==> config.mk <==
export PLATFORM = sky130hd
export DESIGN_NAME = transactionFifo
export DESIGN_NICKNAME = d
export VERILOG_FILES = /design/src/verilog/rtc_config.svh /design/src/verilog/transactionFifo.sv
export SDC_FILE = /design/constraint.sdc
export NUM_CORES = 1
export LEC_CHECK = 0
export ABC_AREA = 1
export BUFFER_PORTS_ARGS = -buffer_cell sky130_fd_sc_hd__buf_2
export CORE_UTILIZATION = 35
export DETAILED_ROUTE_END_ITERATION = 8
export MAX_ROUTING_LAYER = met4
export PLACE_DENSITY = 0.55
export SLEW_MARGIN = 20
export SYNTH_ARGS = -nofsm -noshare
export SYNTH_HDL_FRONTEND = slang
export SYNTH_SLANG_ARGS = --single-unit
==> constraint.sdc <==
create_clock -name clk -period 3.9 [get_ports clk]
set_input_delay 0.975 -clock clk [delete_from_list [all_inputs] [get_ports clk]]
set_output_delay 0.975 -clock clk [all_outputs]
set_load 0.005 [all_outputs]
==> src/verilog/rtc_config.svh <==
`ifndef RTC_CONFIG_SVH
`define RTC_CONFIG_SVH

// Entries per queue, used by both the command and the readback queue
`define RTC_FIFO_DEPTH 8

// Clock cycles spent in each of the four bus phases
`define RTC_PHASE_CYCLES 4

// Cycles between the starts of two calendar refreshes
`define RTC_REFRESH_CYCLES 400

`define RTC_INIT_CONTROL 8'h10  // Control byte written once after reset
`define RTC_CONTROL_ADDR 8'h00  // Chip control register

`endif

==> src/verilog/transactionFifo.sv <==
`timescale 1ns/1ps

module transactionFifo #(
    parameter type entryType = logic [7:0],
    parameter int  depth     = 8
) (
    input  logic     clk,
    input  logic     reset,
    input  logic     push,
    input  entryType pushData,
    input  logic     pop,
    output entryType popData,
    output logic     empty,
    output logic     full
);
    localparam int ptrWidth = (depth > 1) ? $clog2(depth) : 1;
    localparam logic [ptrWidth-1:0] lastSlot = ptrWidth'(depth - 1);

    entryType            storage [depth];
    logic [ptrWidth-1:0] writePtr;
    logic [ptrWidth-1:0] readPtr;
    logic [ptrWidth:0]   count;
    logic                doPush;
    logic                doPop;

    assign doPush  = push && !full;   // Push on a full queue is dropped
    assign doPop   = pop && !empty;
    assign empty   = (count == '0);
    assign full    = (count == (ptrWidth + 1)'(depth));
    assign popData = storage[readPtr]; // Head entry, valid while not empty

    always_ff @(posedge clk)
    begin
        if (doPush)
            storage[writePtr] <= pushData;
    end

    always_ff @(posedge clk)
    begin
        if (reset)
        begin
            writePtr <= '0;
            readPtr  <= '0;
            count    <= '0;
        end
        else
        begin
            if (doPush)
                writePtr <= (writePtr == lastSlot) ? '0 : writePtr + 1'b1;
            if (doPop)
                readPtr <= (readPtr == lastSlot) ? '0 : readPtr + 1'b1;
            case ({doPush, doPop})
                2'b10:   count <= count + 1'b1;
                2'b01:   count <= count - 1'b1;
                default: count <= count;  // Both or neither
            endcase
        end
    end

endmodule

* Yosys cells after proc, flatten, opt, wreduce, memory -nomap -nowiden
Memory sizes are Yosys's and may differ from the RTL's. A register that Yosys moved wholly into a read port is not among the register bits. Cells that the tools add are included.
Operators by class: add/sub/neg operators 4, multiply operators 0, div/mod/pow operators 0, magnitude comparators 0, equality and inequality tests 5, shift-type cells 0, multiplexer cells 7, bitwise operators 0, reduce and logical (&&, ||, !) cells 6
Operator list (count):
- $mux 3 | 4
- $pmux 4 s2 | 1
- $add 3x1->3 const B | 2
- $eq 3x3->1 const B | 2
- $add 4x1->4 const B | 1
- $eq 4x4->1 const B | 1
- $logic_not 4->1 | 1
- $sub 4x1->4 const B | 1
- $eq 2x1->1 const B | 1
- $eq 2x2->1 const B | 1
- $logic_and 1x1->1 | 2
- $logic_not 1->1 | 2
- $mux 1 | 2
- $reduce_bool 2->1 | 1
Word-level totals: register bits after elaboration 10, latch bits 0, bits in writable memories 64, memory bits (read-only) 0, bits of input ports 12, output and inout port bits 10, word-level logic and storage cells 26, memories 1
Memories:
- storage | depth 8, width 8, read ports 1, clocked after memory_dff 1, write ports 1, RTL line transactionFifo.sv:19 | entryType storage [depth];

* Depth between registers and ports, before layout
depth in word-level cells 5, gate-level depth with buffers 14, gate-level depth less buffers 14

* Worst setup path before layout
OpenSTA, ideal clock, no wires.
kind input to register, from in pop, to reg count[2], setup time 0.115 ns, arrival time 2.078 ns, data required time 3.785 ns, path slack 1.706 ns, stages on the path 11, buffers on the path 0, cell sequence nand2_1 -> inv_1 -> ha_1 -> nand2_1 -> inv_1 -> nor2_1 -> ha_1 -> a21oi_1 -> xnor2_1 -> o21ai_0 -> inv_1
Between the ends: word-level cells in the longest chain between the ends 3, elaborated cells between the ends (all ways) 5, those cells by class eq/ne: 2; mux: 1; reduce/logical: 2
RTL lines:
- from (decl) | RTL line transactionFifo.sv:11 | input logic pop,
- $logic_and 1x1->1 (*) | RTL line transactionFifo.sv:27 | assign doPop = pop && !empty;
- $eq 2x1->1 / $eq 2x2->1 (equally long branches) | RTL line transactionFifo.sv:52 | case ({doPush, doPop})
- $pmux 4 s2 / $reduce_bool 2->1 (equally long branches)
- to (signal assigned) | RTL line transactionFifo.sv:53 | 2'b10: count <= count + 1'b1;
- to (signal assigned) | RTL line transactionFifo.sv:54 | 2'b01: count <= count - 1'b1;
- to (signal assigned) | RTL line transactionFifo.sv:55 | default: count <= count;
- to (decl) | RTL line transactionFifo.sv:22 | logic [ptrWidth:0] count;
Every way passes the cells marked *; elsewhere a longest branch is shown, timed or not. A chain may end at the register's enable or synchronous reset.

==> results.toml <==
[clock_tree]
ctsHoldBuffers = 0
clk_latency_ns = 0.34
cts_root_buf = "clkbuf_8"
clkTransAtPathRegs_ns = 0.08
numCtsBuffers = 9
cts_tree = "done"
htree_num_levels = 3
cts_sinks = 77
clk_path_buf_depth = 2
post-cts-setup-buffer-count = 0
cts_resized = 0

[critical_path]
critPathMaxFanout = 31
path_class = "flip-flop to primary output"
cp-end-kind = "primary output"
ff2ff_setup_slack_ns = 1.82
regToRegEndpoint = "storage[3][3]"
cp-start-kind = "flip-flop"
crit_end = "popData[7]"
r2r_start = "count[1]"
arrival_ns = 2.01
rr_worst_depth = 7
crit_required_ns = 2.92

[yosys]
synth.distinct_cells = 27
netlist_instances = 275
synth-warning-count = 0
ys_seq_area_share_pct = 67.81
synth_top_area_cell = "edfxtp_1"
synth.net_count = 294
synth_area_sq_um = 3218
synth_top_area_share_pct = 59.72
synth.avg_cell_area_sq_um = 11.70
synth_area_leaders = "edfxtp_1 (60%), dfxtp_1 (8.1%), nor2_1 (5.5%), nand2_1 (5.0%), o21ai_0 (3.3%)"
ys_ff_latch = 77

[power]
p_leak_nw = 1.348
ir_drop_uv = 256.6
p_per_area_nw_per_um2 = 619.5

[grt]
grt_pass1_vias = 1945
grt_usage_pct = 14.51
grt_max_degree = 32
grt_antenna_before_repair = 0
grt_pass1_wl_microns = 10050
globalRoute.totalOverflow = 0

[place]
port_buffers = 21
place_hpwl_microns = 4019
gp_congestion = 0.7601

[drt]
ant_nets = 0
top_layer = "met4"
met2_length_microns = 2907
avgRoutedWirePerCell_microns = 15.28
dr_total_vias = 1999
detail_route.vias_per_cell = 4.840
drtPass1Iterations = 6
dr_wl_met3_microns = 202
drt-initial-drc-count = 101
wl_met1_microns = 3107
routed_wl_microns = 6311
drc = 1

[floorplan]
initial_utilization_pct = 36.54
die_x_microns = 97.89
io_pins = 22
std_cell_rows = 34
die_h_microns = 97.89
fp.coreArea_sq_um = 8806
dieArea_sq_um = 9582

[timing]
fmax_mhz = 335.3
rsz0062_at_grt = "no"
tns_ns = 0
maxSlewHeadroom_pct = 35.62
finalHoldViolCount = 0
slew_viol_final = 0
worstMarginPinSlew_ns = 0.9621
fin_crit_ns = 2.982
clock_skew_ns = 0.005944
fin_crit_sh_pct = 76.47
setup_viol = 0

[finish]
synthToLayoutAreaGrowth_pct = 11.90
mostFrequentLayoutCell = "edfxtp_1"
antennaDiodeCount = 0
postLayoutCoreUtil_pct = 40.89
fillCellCount = 845
nNetsFinal = 320
drive_above_1_share_pct = 14.10
final_cell_mix = "edfxtp_1 (64), nor2_1 (47), nand2_1 (43), o21ai_0 (21), buf_2 (21)"

[status]
status = "complete, but fails checks"
violations = "design-rule violations"

[run]
cap_violations = 0

[min_path]
hp-class = "flip-flop to flip-flop"
-- critical path, cell delays in order, from the launching register on --
cell	delay [ns]
dfxtp_1	0.94
o21ai_0	0.27
o21ai_1	0.18
nand2_1	0.06
nand2_1	0.10
buf_2	0.12
-- stage by stage --
stage | setup slack [ns] | instances | power, W | hold WS (ns) | instance area (sq um)
after global placement | 1.281 | 398 | 0.001610 | 0.4825 | 3397
after detailed placement | 1.246 | 398 | 0.001622 | 0.4915 | 3397
after global routing | 0.7202 | 413 | 0.002372 | 0.5493 | 3601
after floorplan | 1.706 | 275 | 0.001475 | 0.4627 | 3218
final | 0.9177 | 413 | 0.002231 | 0.5086 | 3601
after CTS | 0.8910 | 413 | 0.002250 | 0.5093 | 3601
-- final cells by class --
class / count / area [sq um] / share of cell area (%)
flip-flops and latches: 77 / 2182 / 60.60
clock buffers: 10 / 127.6 / 3.544
repair buffers: 25 / 135.1 / 3.753
inverters: 17 / 63.81 / 1.772
multi-input cells: 171 / 880.8 / 24.46
well taps: 108 / 135.1 / 3.753
clock inverters: 5 / 76.32 / 2.120
-- worst min-delay path by stage --
| stage | from | endpoint | slack [ns] | cells past startpoint |
|---|---|---|---|---|
| 2_1_floorplan | readPtr[1] | flip-flop | 0.46 | 2 |
| 6_report | readPtr[2] | flip-flop | 0.51 | 2 |
| 4_1_cts | readPtr[2] | readPtr[2] | 0.51 | 2 |
| 3_5_place_dp | readPtr[2] | readPtr[2] | 0.49 | 2 |
| 3_3_place_gp | readPtr[2] | readPtr[2] | 0.48 | 2 |
| 5_1_grt | count[1] | count[1] | 0.55 | 2 |
-- power by group --
part | internal, W | switching (W)
Clock | 0.000354 | 0.000273
Sequential | 0.000974 | 0.0000681
Combinational | 0.000219 | 0.000343
Total | 0.00155 | 0.000684
-- sequential cells by signal (all words and copies together), names as in the netlist, named ones only --
signal / count
storage: 64
count: 4
readPtr: 3
writePtr: 3
-- synth_stat cells --
cell      instances
a211oi_1          1
a21oi_1           7
a22oi_1           1
buf_2             1
buf_4             1
buf_6             6
clkbuf_1          1
clkbuf_4          1
dfxtp_1          13
edfxtp_1         64
ha_1              7
inv_1            16
inv_2             1
mux2i_1           8
nand2_1          43
nand2_2           1
nand3_1           5
nand3_2           1
nand3b_1          1
nor2_1           47
nor2_2            2
nor3b_2           1
o21ai_0          21
o21ai_1          14
o22ai_1           8
xnor2_1           2
xor2_1            1
-- cell families after synthesis --
logic type,Yosys count,share of synthesized area (%)
buffers and inverters,27,4.821
AO/OA/AOI/OAI,52,8.554
multiplexers,8,2.488
AND/OR/NAND/NOR,101,12.79
adder cells (fa/ha/maj),7,2.721
XOR/XNOR,3,0.8166
flip-flops,77,67.81
-- layer usage --
metal,vias to the layer above,global-route usage (%)
met3,9,2.649
met1,944,18.81
met4,0,6.993
met2,42,21.99
met5,-,-
li1,1004,-
(Power assumes the default switching activity.)
