--- config.mk ---
export PLATFORM = sky130hd
export DESIGN_NAME = calendarAssembler
export DESIGN_NICKNAME = d
export VERILOG_FILES = /design/src/verilog/rtc_config.svh /design/src/verilog/rtcBusPkg.sv /design/src/verilog/clockPkg.sv /design/src/verilog/calendarAssembler.sv
export SDC_FILE = /design/constraint.sdc
export NUM_CORES = 1
export LEC_CHECK = 0
export BUFFER_PORTS_ARGS = -buffer_cell sky130_fd_sc_hd__buf_2
export CORE_ASPECT_RATIO = 1.25
export CORE_MARGIN = 5
export CORE_UTILIZATION = 50
export CTS_CLUSTER_DIAMETER = 60
export DETAILED_ROUTE_END_ITERATION = 12
export GPL_ROUTABILITY_DRIVEN = 1
export HOLD_SLACK_MARGIN = 0.1
export PLACE_DENSITY = 0.73
export SLEW_MARGIN = 20
export SYNTH_ARGS = -nofsm -noshare
export SYNTH_HDL_FRONTEND = slang
export SYNTH_SLANG_ARGS = --single-unit
--- constraint.sdc ---
create_clock -name clk -period 6.55 [get_ports clk]
set_input_delay 0.655 -clock clk [delete_from_list [all_inputs] [get_ports clk]]
set_output_delay 0.655 -clock clk [all_outputs]
set_load 0.005 [all_outputs]
--- src/verilog/rtc_config.svh ---
`ifndef RTC_CONFIG_SVH
`define RTC_CONFIG_SVH

// Entries per queue, used by both the command and the readback queue
`define RTC_FIFO_DEPTH 8

// Clock cycles spent in each of the four bus phases
`define RTC_PHASE_CYCLES 4

// Cycles between the starts of two calendar refreshes
`define RTC_REFRESH_CYCLES 400

`define RTC_INIT_CONTROL 8'h10  // Control byte written once after reset
`define RTC_CONTROL_ADDR 8'h00  // Chip control register

`endif

--- src/verilog/rtcBusPkg.sv ---
package rtcBusPkg;

    // Direction of one chip access
    typedef enum logic {
        opRead  = 1'b0,
        opWrite = 1'b1
    } rtcOp;

    // One queued chip access, 17 bits
    typedef struct packed {
        rtcOp       op;
        logic [7:0] address;
        logic [7:0] writeData;  // Ignored for reads
    } rtcCommand;

    // Result of a completed read, 16 bits
    typedef struct packed {
        logic [7:0] address;
        logic [7:0] data;
    } rtcReadback;

endpackage

--- src/verilog/clockPkg.sv ---
package clockPkg;

    // Two BCD digits in one byte
    typedef logic [7:0] bcdByte;

    // Full calendar, seconds in the top byte
    typedef struct packed {
        bcdByte seconds;
        bcdByte minutes;
        bcdByte hours;
        bcdByte day;
        bcdByte date;
        bcdByte month;
        bcdByte year;
    } calendar;

    // Chip register map, consecutive in field order
    typedef enum logic [7:0] {
        regSeconds = 8'h21,
        regMinutes = 8'h22,
        regHours   = 8'h23,
        regDay     = 8'h24,
        regDate    = 8'h25,
        regMonth   = 8'h26,
        regYear    = 8'h27
    } calendarReg;

endpackage

--- src/verilog/calendarAssembler.sv ---
`timescale 1ns/1ps

module calendarAssembler (
    input  logic                  clk,
    input  logic                  reset,
    input  rtcBusPkg::rtcReadback readback,
    input  logic                  empty,
    output logic                  pop,
    output clockPkg::calendar     calendarOut,
    output logic                  calendarValid
);
    clockPkg::calendar staging;
    logic [2:0]        fieldCount;  // Bytes seen since the last seconds byte
    logic              snapshotDone;

    assign pop = !empty;
    assign snapshotDone = pop && (readback.address == 8'(clockPkg::regYear)) &&
                          (fieldCount == 3'd6);

    always_ff @(posedge clk)
    begin
        if (reset)
        begin
            fieldCount    <= 3'd0;
            calendarValid <= 1'b0;
        end
        else
        begin
            calendarValid <= snapshotDone;
            if (pop)
                fieldCount <= (readback.address == 8'(clockPkg::regSeconds)) ? 3'd1
                              : fieldCount + 1'b1;
        end
    end

    always_ff @(posedge clk)
    begin
        if (pop)
        begin
            case (readback.address)
                8'(clockPkg::regSeconds): staging.seconds <= readback.data;
                8'(clockPkg::regMinutes): staging.minutes <= readback.data;
                8'(clockPkg::regHours):   staging.hours   <= readback.data;
                8'(clockPkg::regDay):     staging.day     <= readback.data;
                8'(clockPkg::regDate):    staging.date    <= readback.data;
                8'(clockPkg::regMonth):   staging.month   <= readback.data;
                8'(clockPkg::regYear):    staging.year    <= readback.data;
                default:                  staging         <= staging;
            endcase
        end
        if (snapshotDone)
            calendarOut <= {staging[55:8], readback.data};  // Year arrives this cycle
    end

endmodule

; ---- Word level (Yosys, flattened, before mapping)
; Cells that the tools add are included.
[totals]
inputBits = 19
word_cells = 35
out_inout_bits = 58
register_bits = 108
[op_classes]
n_reduce_logical = 9
n_eq_ne = 8
n_addsub = 1
mux = 1
n_bitwise = 1
[op_table]
columns = cell, count
row1 = 8-bit by 6-bit equality test with 1-bit output (second input constant), 7
row2 = 2-bit AND reduction, 6
row3 = 3-bit by 1-bit adder with 3-bit output (second input constant), 1
row4 = 3-bit equality test (second input constant), 1
row5 = 3-bit 2-to-1 mux, 1
row6 = 1-bit logical AND, 2
row7 = 1-bit zero test, 1
row8 = 1-bit inverter, 1

; ---- Logic depth before layout (Yosys ltp)
[depth]
depth_word = 3
depth_mapped = 5
depth_no_buf = 5

; ---- Worst setup path after synthesis
; OpenSTA, ideal clock, no wires.
[synth_path]
kind = input-to-reg
startpoint = input readback[15] (netlist bit)
endpoint = register calendarOut[0] (netlist bit) (enable)
stages = 3
path_slack_ns = 2.609
arrival_time_ns = 3.471
path_buffers = 0
required_time_ns = 6.080
setup_ns = 0.470
path_cell_list = nor2_1 nand4_4 nor2_1
[synth_via]
elab_chain_cells = 3
[synth_rtl]
columns = element, line
row1 = "start, declared", calendarAssembler.sv:6  ; input rtcBusPkg::rtcReadback readback,
row2 = 8-bit by 6-bit equality test with 1-bit output, n/a
row3 = 1-bit logical AND (2 in a row), calendarAssembler.sv:17  ; assign snapshotDone = pop && (readback.address == 8'(clockPkg::regYear)) &&
row4 = named net snapshotDone, calendarAssembler.sv:14  ; logic snapshotDone;
row5 = "end signal, assigned", calendarAssembler.sv:52  ; calendarOut <= {staging[55:8], readback.data};
row6 = "end, declared", calendarAssembler.sv:9  ; output clockPkg::calendar calendarOut,
; The timed path passes the listed nets, and every way through them passes these cells.
; A chain may end at the register's enable or synchronous reset.

; ---- Worst setup path after layout
[layout_path]
startpoint = input readback[11] (netlist bit)
endpoint = register calendarOut[41] (netlist bit) (enable)
; Same word-level chain as after synthesis.

==> summary.txt <==
Timing
  • Slew HR: 46.84%
  • Hold Fails Final Rpt: 0
  • RSZ-0062 raised after global routing: no
  • Setup tns final: 0 ns
  • Skew final: 0.009047 ns
  • Finish-stage setup viols: 0
  • Minimum clock period: 1.964 ns
  • Slew Limit Fails: 0
  • Slew of the pin with the lowest slew margin: 0.7957 ns
  • Fmax: 509.3 MHz
  • Final Cycle Share: 29.98%

Critical path
  • Critical Path AT: 1.96 ns
  • Crit Path Max Fanout: 56
  • CP Launch Point: readback[11]
  • Reg2reg setup slack: 4.73 ns
  • Setup crit end: calendarOut[41]
  • Crit end category: register
  • RR Startpoint: fieldCount[0]
  • Startpoint types: input port
  • R2r endpoint: calendarOut[41]
  • Setup CP Type: input port to register
  • R2R cell count: 5
  • WP data required: 6.55 ns

Drt
  • Pre-antenna DRT Iters: 4
  • Post-DRT Antenna Nets: 0
  • Initial DRC count: 88
  • Vias per cell: 4.852
  • DRC: 0
  • Vias: 1543
  • Routed wire length: 5401 µm
  • Drt wl/cell: 16.98 µm

Run
  • Max-cap viol count: 0

Clocking
  • Root Buffer: clkbuf_8
  • PostCTS Resize Cnt: 0
  • Clk sinks: 108
  • Setup bufs post-CTS: 0
  • Clock-pin slew on the worst setup and hold paths: 0.09 ns
  • CTS max path bufs: 2
  • CTS tree: yes
  • Htree depth: 3
  • Worst-skew pair later-pin latency: 0.36 ns
  • Cts bufs inserted: 9
  • CTS Hold Buffers Added: 0

Die
  • Row count: 33
  • Starting density of the core: 51.88%
  • Die X: 84.05 µm
  • Die Ht: 102.6 µm
  • Ports: 77
  • Core Region: 6606 µm²
  • Die area: 8620 µm²

GRT
  • Initial antenna violation count: 0
  • Vias in the first global route: 1590
  • Gr ovfl total: 0
  • Global-route wire length before repair: 8328 µm
  • Tot GR Track Use: 13.42%
  • Largest net degree at the start of global routing: 57

Power
  • Register share of total power: 62.2%
  • Reported leakage power: 1.460 nW
  • Logic pwr share: 1.6%
  • Clock power frac: 36.3%
  • PnR Total Power: 1.211 mW
  • Sw frac: 17.78%
  • Power Density: 290.6 nW/µm²
  • VDD IR max: 0.1615 mV
  • Net switching power: 0.2153 mW
  • Pint: 0.9955 mW

Layout
  • Final core utilization: 63.07%
  • # diodes: 0
  • FILL cells: 452
  • Leading cell type in the layout, fill and taps excluded: edfxtp_1
  • # nets final: 247
  • Ratio of cells with drive above 1 in the final layout: 43.29%
  • Area Overhead vs Synth: 21.58%
  • Most frequent cells in the layout: edfxtp_1, buf_2, clkbuf_8, nor2_1, dfxtp_1

Synthesis
  • Post-Synthesis Net Count: 159
  • Area leader, netlist: edfxtp_1
  • Synthesis Warnings: 0
  • Synth unique cells: 21
  • Share of the synthesized area in the top cell type: 91.13%
  • Avg Cell Area, Syn: 24.83 µm²
  • Yosys reg bits: 108
  • Sequential fraction of the synthesis area: 93.46%
  • Cells after Synth: 138
  • Synth Cell Area: 3427 µm²
  • Synth area leaders: edfxtp_1, dfxtp_1, nor2_1, ha_1, nand4_4

Placement
  • PortBufs: 76
  • RD Place Congestion: 0.7374
  • DP HPWL: 3685 µm

Min path
  • Hold Path Class: register to register

Status
  • Status: finished clean
==> critical path, stage by stage <==
cell	delay (ns)
buf_2	0.11
nor3b_4	0.28
nand4_4	0.19
nor2_4	0.13
buf_4	0.55
==> sequential cells by signal, summed over array words and instances (netlist names) <==
| register | count |
|---|---|
| calendarValid | 1 |
| calendarOut | 56 |
| fieldCount | 3 |
| staging | 48 |
==> metrics by stage <==
step / hold WS [ns] / instance area, µm² / instances / setup slack, ns
finish: 0.4227 / 4167 / 318 / 4.586
global placement: 0.4009 / 3931 / 302 / 4.251
detailed placement: 0.4045 / 3931 / 302 / 4.192
CTS: 0.4237 / 4167 / 318 / 4.584
global route: 0.4268 / 4167 / 318 / 4.481
floorplan: 0.4003 / 3427 / 138 / 2.609
==> worst min path at each step <==
stage	from	end	slack, ns	cells past startpoint
floorplan	staging[10]	calendarOut[10]	0.40	0
global placement	staging[22]	calendarOut[22]	0.40	0
detailed placement	staging[10]	calendarOut[10]	0.40	0
CTS	staging[12]	calendarOut[12]	0.42	0
global route	staging[17]	calendarOut[17]	0.43	0
finish	staging[17]	calendarOut[17]	0.42	0
==> power groups by stage <==
stage / Sequential [mW] / Combinational, mW / Clock (mW)
after detailed placement: 0.769 / 0.0192 / 0
after floorplan: 0.768 / 0.00615 / 0
after CTS: 0.753 / 0.0193 / 0.448
after global placement: 0.769 / 0.0186 / 0
final: 0.753 / 0.0189 / 0.439
after global routing: 0.753 / 0.0213 / 0.481
==> cell usage after synthesis <==
| master | number |
|---|---|
| nor2b_1 | 2 |
| a311oi_1 | 1 |
| xnor2_1 | 1 |
| nor3b_1 | 1 |
| and2b_1 | 1 |
| edfxtp_1 | 104 |
| nand2_1 | 1 |
| nand2b_1 | 1 |
| nor3_2 | 2 |
| nor3_1 | 2 |
| dfxtp_1 | 4 |
| nor2_1 | 7 |
| ha_1 | 2 |
| a21oi_1 | 1 |
| a211oi_2 | 1 |
| nor3b_4 | 1 |
| nand3_1 | 1 |
| nand4_4 | 1 |
| and4_4 | 1 |
| inv_1 | 2 |
| nand4_1 | 1 |
==> final cells by class <==
class | instances | area [µm²] | area share, %
clock buffers | 11 | 151.4 | 3.634
flip-flops and latches | 108 | 3203 | 76.88
repair buffers | 77 | 387.9 | 9.309
well taps | 87 | 108.9 | 2.613
multi-input cells | 28 | 224.0 | 5.375
clock inverters | 5 | 83.83 | 2.012
inverters | 2 | 7.507 | 0.1802
==> routing by layer <==
metal  up-vias  GRT usage [%]  part of all wire, %
li1        719              -                    -
met1       757          13.80                   35
met2        53          23.63                   56
met3        14          4.876                  5.8
met4         0          7.921                  2.8
met5         -              0                    0
==> logic make-up (layout without fill, tap and decap cells) <==
group                      Yosys count  count (layout)  synth area share [%]
xor gates and xnor gates             1               1                0.2556
AOI/OAI and AO/OA                    3               3                0.7666
adders and majority gates            2               2                0.7301
buffers and inverters                2              95                0.2191
DFF                                108             108                 93.47
and+or+nand+nor                     22              22                 4.564
(Power assumes the default switching activity.)
