**src/verilog/rtc_config.svh**
```systemverilog
`ifndef RTC_CONFIG_SVH
`define RTC_CONFIG_SVH

// Entries per queue, used by both the command and the readback queue
`define RTC_FIFO_DEPTH 8

// Clock cycles spent in each of the four bus phases
`define RTC_PHASE_CYCLES 4

// Cycles between the starts of two calendar refreshes
`define RTC_REFRESH_CYCLES 400

`define RTC_INIT_CONTROL 8'h10  // Control byte written once after reset
`define RTC_CONTROL_ADDR 8'h00  // Chip control register

`endif

```
**src/verilog/rtcBusPkg.sv**
```systemverilog
package rtcBusPkg;

    // Direction of one chip access
    typedef enum logic {
        opRead  = 1'b0,
        opWrite = 1'b1
    } rtcOp;

    // One queued chip access, 17 bits
    typedef struct packed {
        rtcOp       op;
        logic [7:0] address;
        logic [7:0] writeData;  // Ignored for reads
    } rtcCommand;

    // Result of a completed read, 16 bits
    typedef struct packed {
        logic [7:0] address;
        logic [7:0] data;
    } rtcReadback;

endpackage

```
**src/verilog/clockPkg.sv**
```systemverilog
package clockPkg;

    // Two BCD digits in one byte
    typedef logic [7:0] bcdByte;

    // Full calendar, seconds in the top byte
    typedef struct packed {
        bcdByte seconds;
        bcdByte minutes;
        bcdByte hours;
        bcdByte day;
        bcdByte date;
        bcdByte month;
        bcdByte year;
    } calendar;

    // Chip register map, consecutive in field order
    typedef enum logic [7:0] {
        regSeconds = 8'h21,
        regMinutes = 8'h22,
        regHours   = 8'h23,
        regDay     = 8'h24,
        regDate    = 8'h25,
        regMonth   = 8'h26,
        regYear    = 8'h27
    } calendarReg;

endpackage

```
**src/verilog/rtcSequencer.sv**
```systemverilog
`timescale 1ns/1ps
`include "rtc_config.svh"

module rtcSequencer (
    input  logic                 clk,
    input  logic                 reset,
    input  clockPkg::calendar    setTime,
    input  logic                 setStrobe,
    input  logic                 queueFull,
    output logic                 push,
    output rtcBusPkg::rtcCommand command,
    output logic                 busy
);
    localparam int refreshWidth = $clog2(`RTC_REFRESH_CYCLES);
    localparam logic [refreshWidth-1:0] refreshLast = refreshWidth'(`RTC_REFRESH_CYCLES - 1);

    logic                    initPending;   // Control write not yet queued
    logic                    blockActive;   // Set or refresh block being queued
    logic                    blockIsWrite;
    logic [2:0]              stepIndex;
    clockPkg::calendar       blockTime;
    logic                    pendingSet;
    clockPkg::calendar       pendingTime;
    logic [refreshWidth-1:0] refreshCount;
    logic                    refreshDue;
    logic                    enqueueing;
    logic                    lastStep;
    logic                    startSet;
    logic                    startRefresh;
    logic                    refreshWrap;
    clockPkg::bcdByte        stepByte;
    logic [7:0]              stepAddress;

    assign enqueueing   = initPending || blockActive;
    assign push         = enqueueing && !queueFull;   // Hold the entry while full
    assign lastStep     = (stepIndex == 3'd6);
    assign busy         = blockActive || pendingSet;
    assign refreshWrap  = (refreshCount == refreshLast);

    // New blocks only start between blocks, a set before a refresh
    assign startSet     = !enqueueing && (setStrobe || pendingSet);
    assign startRefresh = !enqueueing && !startSet && refreshDue;

    // Register addresses follow the field order
    assign stepAddress  = 8'(clockPkg::regSeconds) + {5'd0, stepIndex};

    always_comb
    begin
        case (stepIndex)
            3'd0:    stepByte = blockTime.seconds;
            3'd1:    stepByte = blockTime.minutes;
            3'd2:    stepByte = blockTime.hours;
            3'd3:    stepByte = blockTime.day;
            3'd4:    stepByte = blockTime.date;
            3'd5:    stepByte = blockTime.month;
            default: stepByte = blockTime.year;
        endcase
    end

    always_comb
    begin
        if (initPending)
        begin
            command.op        = rtcBusPkg::opWrite;
            command.address   = `RTC_CONTROL_ADDR;
            command.writeData = `RTC_INIT_CONTROL;
        end
        else
        begin
            command.op        = blockIsWrite ? rtcBusPkg::opWrite : rtcBusPkg::opRead;
            command.address   = stepAddress;
            command.writeData = blockIsWrite ? stepByte : 8'h00;
        end
    end

    // Refresh timer, the due flag waits for a free slot
    always_ff @(posedge clk)
    begin
        if (reset)
        begin
            refreshCount <= '0;
            refreshDue   <= 1'b0;
        end
        else
        begin
            refreshCount <= refreshWrap ? '0 : refreshCount + 1'b1;
            refreshDue   <= (refreshDue && !startRefresh) || refreshWrap;
        end
    end

    always_ff @(posedge clk)
    begin
        if (reset)
        begin
            initPending  <= 1'b1;
            blockActive  <= 1'b0;
            blockIsWrite <= 1'b0;
            stepIndex    <= 3'd0;
            pendingSet   <= 1'b0;
        end
        else
        begin
            if (push && initPending)
                initPending <= 1'b0;
            if (push && blockActive)
            begin
                stepIndex <= lastStep ? 3'd0 : stepIndex + 1'b1;
                if (lastStep)
                    blockActive <= 1'b0;
            end
            if (startSet)
            begin
                blockActive  <= 1'b1;
                blockIsWrite <= 1'b1;
                stepIndex    <= 3'd0;
                pendingSet   <= 1'b0;  // A fresh strobe supersedes the pending set
            end
            else if (startRefresh)
            begin
                blockActive  <= 1'b1;
                blockIsWrite <= 1'b0;
                stepIndex    <= 3'd0;
            end
            if (enqueueing && setStrobe)
                pendingSet <= 1'b1;
        end
    end

    always_ff @(posedge clk)
    begin
        if (startSet)
            blockTime <= setStrobe ? setTime : pendingTime;
        if (enqueueing && setStrobe)
            pendingTime <= setTime;  // Later sets overwrite
    end

endmodule

```
**config.mk**
```make
export PLATFORM = sky130hd
export DESIGN_NAME = rtcSequencer
export DESIGN_NICKNAME = d
export VERILOG_FILES = /design/src/verilog/rtcBusPkg.sv /design/src/verilog/clockPkg.sv /design/src/verilog/rtcSequencer.sv
export VERILOG_INCLUDE_DIRS = /design/src /design/src/verilog
export SDC_FILE = /design/constraint.sdc
export NUM_CORES = 1
export LEC_CHECK = 0
export BUFFER_PORTS_ARGS = -buffer_cell sky130_fd_sc_hd__clkbuf_2
export CAP_MARGIN = 15
export CORE_ASPECT_RATIO = 1.5
export CORE_MARGIN = 1.5
export CORE_UTILIZATION = 28
export CTS_BUF_LIST = sky130_fd_sc_hd__clkbuf_2 sky130_fd_sc_hd__clkbuf_4 sky130_fd_sc_hd__clkbuf_8
export DETAILED_ROUTE_END_ITERATION = 6
export PLACE_DENSITY = 0.5
export SYNTH_ARGS = -nofsm -noshare
export SYNTH_HDL_FRONTEND = slang
export SYNTH_SLANG_ARGS = --single-unit
export TNS_END_PERCENT = 10
```
**constraint.sdc**
```tcl
create_clock -name clk -period 9.37 [get_ports clk]
set_input_delay 0 -clock clk [delete_from_list [all_inputs] [get_ports clk]]
set_output_delay 0 -clock clk [all_outputs]
set_load 0.02 [all_outputs]
```
Word level (Yosys, flattened, before mapping)

Cells that the tools add are included.

Flip-flop bits (word level): 129
Input bits: 60
Output and inout bits: 19

Add/sub/neg operators: 3
Equal/unequal tests: 7
Multiplexer cells: 14
Reductions and logical operators: 24

Operators with widths:

| kind                                          | number |
|---|---|
| 2-to-1 mux 56 bit                             | 1 |
| case mux 8 bit (6 select lines)               | 1 |
| 2-to-1 mux 17 bit                             | 1 |
| adder 9 x 1 -> 9 bit, second input constant   | 1 |
| == test 3 bit, second input constant          | 3 |
| == test 9 bit, second input constant          | 1 |
| 2-to-1 mux 1 bit                              | 9 |
| logical AND 1 bit                             | 8 |
| 2-to-1 mux 8 bit                              | 1 |
| adder 6 x 3 -> 7 bit, first input constant    | 1 |
| == test 3 x 2 -> 1 bit, second input constant | 2 |
| nonzero test 3 bit                            | 2 |
| zero test 1 bit                               | 4 |
| logical OR 1 bit                              | 4 |
| nonzero test 2 bit                            | 2 |
| adder 3 x 1 -> 3 bit, second input constant   | 1 |
| == test 3 x 1 -> 1 bit, second input constant | 1 |
| zero test 3 bit                               | 1 |
| 2-to-1 mux 3 bit                              | 1 |
| OR reduction 3 bit                            | 1 |
| AND reduction 2 bit                           | 1 |
| OR reduction 2 bit                            | 1 |

Logic depth before layout (Yosys ltp)

Depth after elaboration: 9
Gate-level depth with buffers: 7
Gate-level depth less buffers: 5

Least setup slack after synthesis

OpenSTA, ideal clock, no wires.

Path kind: reg2reg
From: reg initPending
To: reg blockIsWrite
Library setup time: 0.075 ns
Data arrival time: 4.947 ns
Data required time: 9.295 ns
Setup slack: 4.349 ns
Stages on the path, launching flop included: 4
Path buffers: 1
Clock period less this slack: 5.021 ns
Cells stage by stage: dfxtp_1 -> clkbuf_1 -> nor3_1 -> o21ba_2

Cells in the longest elaborated chain, start to end: 7

RTL lines:

| element                             | RTL line            | source |
|---|---|---|
| from (decl)                         | rtcSequencer.sv:17  | `logic initPending;` |
| from (signal assigned)              | rtcSequencer.sv:95  | `initPending <= 1'b1;` |
| from (signal assigned)              | rtcSequencer.sv:104 | `initPending <= 1'b0;` |
| logical OR 1 bit (*)                | rtcSequencer.sv:34  | `assign enqueueing = initPending \|\| blockActive;` |
| zero test 1 bit (*)                 | rtcSequencer.sv:41  | `assign startSet = !enqueueing && (setStrobe \|\| pendingSet);` |
| logical AND 1 bit (*)               | rtcSequencer.sv:41  |  |
| named net startSet                  | rtcSequencer.sv:28  | `logic startSet;` |
| zero test 1 bit                     | rtcSequencer.sv:42  | `assign startRefresh = !enqueueing && !startSet && refreshDue;` |
| logical AND 1 bit (2 in a row)      | rtcSequencer.sv:42  |  |
| nonzero test 2 bit (no source line) | -                   |  |
| to (signal assigned)                | rtcSequencer.sv:97  | `blockIsWrite <= 1'b0;` |
| to (signal assigned)                | rtcSequencer.sv:114 | `blockIsWrite <= 1'b1;` |
| to (signal assigned)                | rtcSequencer.sv:121 | `blockIsWrite <= 1'b0;` |
| to (decl)                           | rtcSequencer.sv:19  | `logic blockIsWrite;` |

Mark *: on every way through the listed nets, which the timed path passes. The rest lies on a longest branch.
A chain may end at the register's enable or synchronous reset.

==> flow_summary.ini <==
[run_status]
status = complete, no violations

[sta]
maxSlewViolCount = 0
fin_skew_ns = 0.00974
period_needed_ns = 2.88
tns_ns = 0
tightest_slew_ns = 1.02
fin_crit_sh_pct = 30.7
rsz0062_at_grt = no
finalSetupViolCount = 0
hold_viol_final = 0
slew_headroom_pct = 32.2
clock.fmax_mhz = 347

[drt]
first_iter_violations = 149
drt-total-wl_um = 12000
ant_nets = 0
routed-via-count = 3321
drc = 0
dr.pass1.iters = 4
wire_per_inst_um = 16.2
vias_per_cell = 4.46

[synth]
avgSynthCellArea_um2 = 15.7
synth_adder_area_share_pct = 1.41
yosysSeqAreaShare_pct = 69.6
ys_ff_latch = 129
netlist_instances = 340
synth_area_um2 = 5320
synthArstFlopShare_pct = 0
muxShareOfSynthArea_pct = 13.5
synth_flop_cell = edfxtp_1
synth_top_family_by_area = multiplexers
synthSimpleGateAreaFrac_pct = 5.27
synth-compound-area-share_pct = 7.31
synth_xor_area_share_pct = 0.329
synth_edf_count = 112
synthDistinctLibCells = 44
synth_warnings = 0

[global_routing]
antenna_found_initial = 0
grt_util_all_layers_pct = 12.6
globalRouteOverflowTotal = 0
grt_max_degree = 61
grt_pass1_wl_um = 18300
first_global_vias = 3333

[clock_tree]
path_clk_slew_ns = 0.08
ctsHtreeMaxLevel = 4
root_buffer = clkbuf_8
cts_resized = 0
cts_buffers = 17
clkLatencyLatePin_ns = 0.42
clk_path_buf_depth = 2
cts_num_sinks = 129
cts_tree = done

[hold_path]
hp-class = input port to register
min_path_cells = 2
hold_start = setTime[5]
holdPathEnd = pendingTime[5]$_DFFE_PP_

[pwr]
p_per_area_nw_per_um2 = 188
totalPowerFinal_w = 0.00131
p_leak_nw = 2.51
vdd_drop_max_mv = 0.0647

[layout]
fin_nets = 545
seq_area_um2 = 3700
multi_input_area_um2 = 1510
layout_common_cells = 112 x edfxtp_1, 75 x clkbuf_2, 64 x mux2_2
antenna_cells = 0
syn2layout_area_growth_pct = 31.0
postLayoutCoreUtil_pct = 37.6
fill_cells = 1790
final_common_cell = edfxtp_1
drive_gt1_share_pct = 36.6

[critical_path]
crit_chain = inv_1 > ha_1 > a222oi_1 > a31oi_1 > clkbuf_2
r2r-end = stepIndex[2]$_SDFFE_PP0P_
reg2regPathDepth = 4
crit_path_end_kind = output port
crit_start = stepIndex[2]$_SDFFE_PP0P_
cp_slowest_cell = dfxtp_1
reg2reg_from = stepIndex[2]$_SDFFE_PP0P_
cpPeakStageDelay_ns = 0.99
cp-start-kind = register
cp.required_ns = 9.37
cp.arrival_ns = 2.88
rrSetupSlack_ns = 7.17
cp_max_fo = 27
worstSetupPathType = register to output port

[run]
cap_viol_max_count = 0

[die]
row_count = 61
die_area_um2 = 19900
die_h_um = 172
die_w_um = 116
core_area_um2 = 18500
io_pins = 79
start_util_pct = 28.7

[placement]
gp_congestion = 0.841
io_buffer_count = 75
place_hpwl_um = 8200
power by group:
part | switching [W] | total, W | internal, W
clock network | 0.000214 | 0.000523 | 0.000309
registers | 0.0000120 | 0.000676 | 0.000664
logic | 0.0000551 | 0.000110 | 0.0000549
total | 0.000281 | 0.00131 | 0.00103
synth_stat cells (2+ instances only):
library cell,number,area share (%)
a221oi_1,3,0.49
nor2b_1,5,0.59
nor2_1,10,0.71
a22oi_1,2,0.28
a21o_1,4,0.56
mux2_2,64,14
ha_1,6,1.4
a31oi_1,6,0.71
nand2_1,18,1.3
or3_1,4,0.47
dfxtp_1,17,6.4
inv_1,6,0.42
buf_2,9,0.85
nand3_1,5,0.47
edfxtp_1,112,63
a32oi_1,3,0.49
a22o_1,2,0.33
or2_2,2,0.24
a21oi_1,13,1.2
a222oi_1,4,0.75
clkbuf_1,3,0.21
o21ai_0,12,1.1
buf_4,5,0.71
nand2b_1,2,0.24
nor3_1,4,0.38
flip-flops by register name, indices dropped and copies added, names as in the netlist:
signal        flops
blockTime        56
pendingTime      56
refreshCount      9
stepIndex         3
blockActive       1
blockIsWrite      1
initPending       1
pendingSet        1
refreshDue        1
kinds of logic (layout without fill, tap and decap cells):
family,count (synthesis),after routing
AOI/OAI and AO/OA,57,57
buffers and inverters,25,175
adders and majority gates,6,6
xor gates and xnor gates,2,2
DFF,129,129
muxes,64,64
other,1,3
and+or+nand+nor,56,56
critical path, delay by kind of cell (launching register included):
kind / cells / cell delay [ns]
AOI/OAI and AO/OA: 2 / 0.63
buffers and inverters: 2 / 0.43
DFF: 1 / 0.99
adders and majority gates: 1 / 0.40
per-layer routing:
metal  GRT usage, %  wire, um  vias to the layer above
met5              0         0                        -
met3           3.10       458                       17
met1           14.2      4830                     1629
li1               -         -                     1589
met4           6.71       354                        0
met2           21.9      6400                       86
repair_timing:
item,in CTS,in global routing
hold buffers,59,0
setup endpoints to repair,0,0
buffers inserted,0,0
endpoints found under the hold margin,122,0
through the flow:
stage               std cells  cell area [um2]  hold WS (ns)  setup slack [ns]
CTS                       744             6970         0.262              6.52
global route              744             6970         0.270              6.37
global placement          653             5950         0.191              7.17
detailed placement        653             5950         0.193              7.01
finish                    744             6970         0.297              6.49
floorplan                 342             5330        0.0798              4.35
layout make-up:
cell class,count,area share (%)
sequential,129,53.1
clock buffer,22,3.98
tap,252,4.52
clock inverter,10,2.28
multi-input combinational,188,21.6
inverter,6,0.323
timing repair buffer,137,14.2
worst max path at each step:
stage	endpoint	cells after the start
after detailed placement	command[0]	5
after global placement	command[1]	5
final	command[0]	5
after floorplan	blockIsWrite$_SDFFE_PP0P_	3
after CTS	command[0]	5
after global routing	command[0]	5
Note: power is estimated with default switching activity, not from simulation.
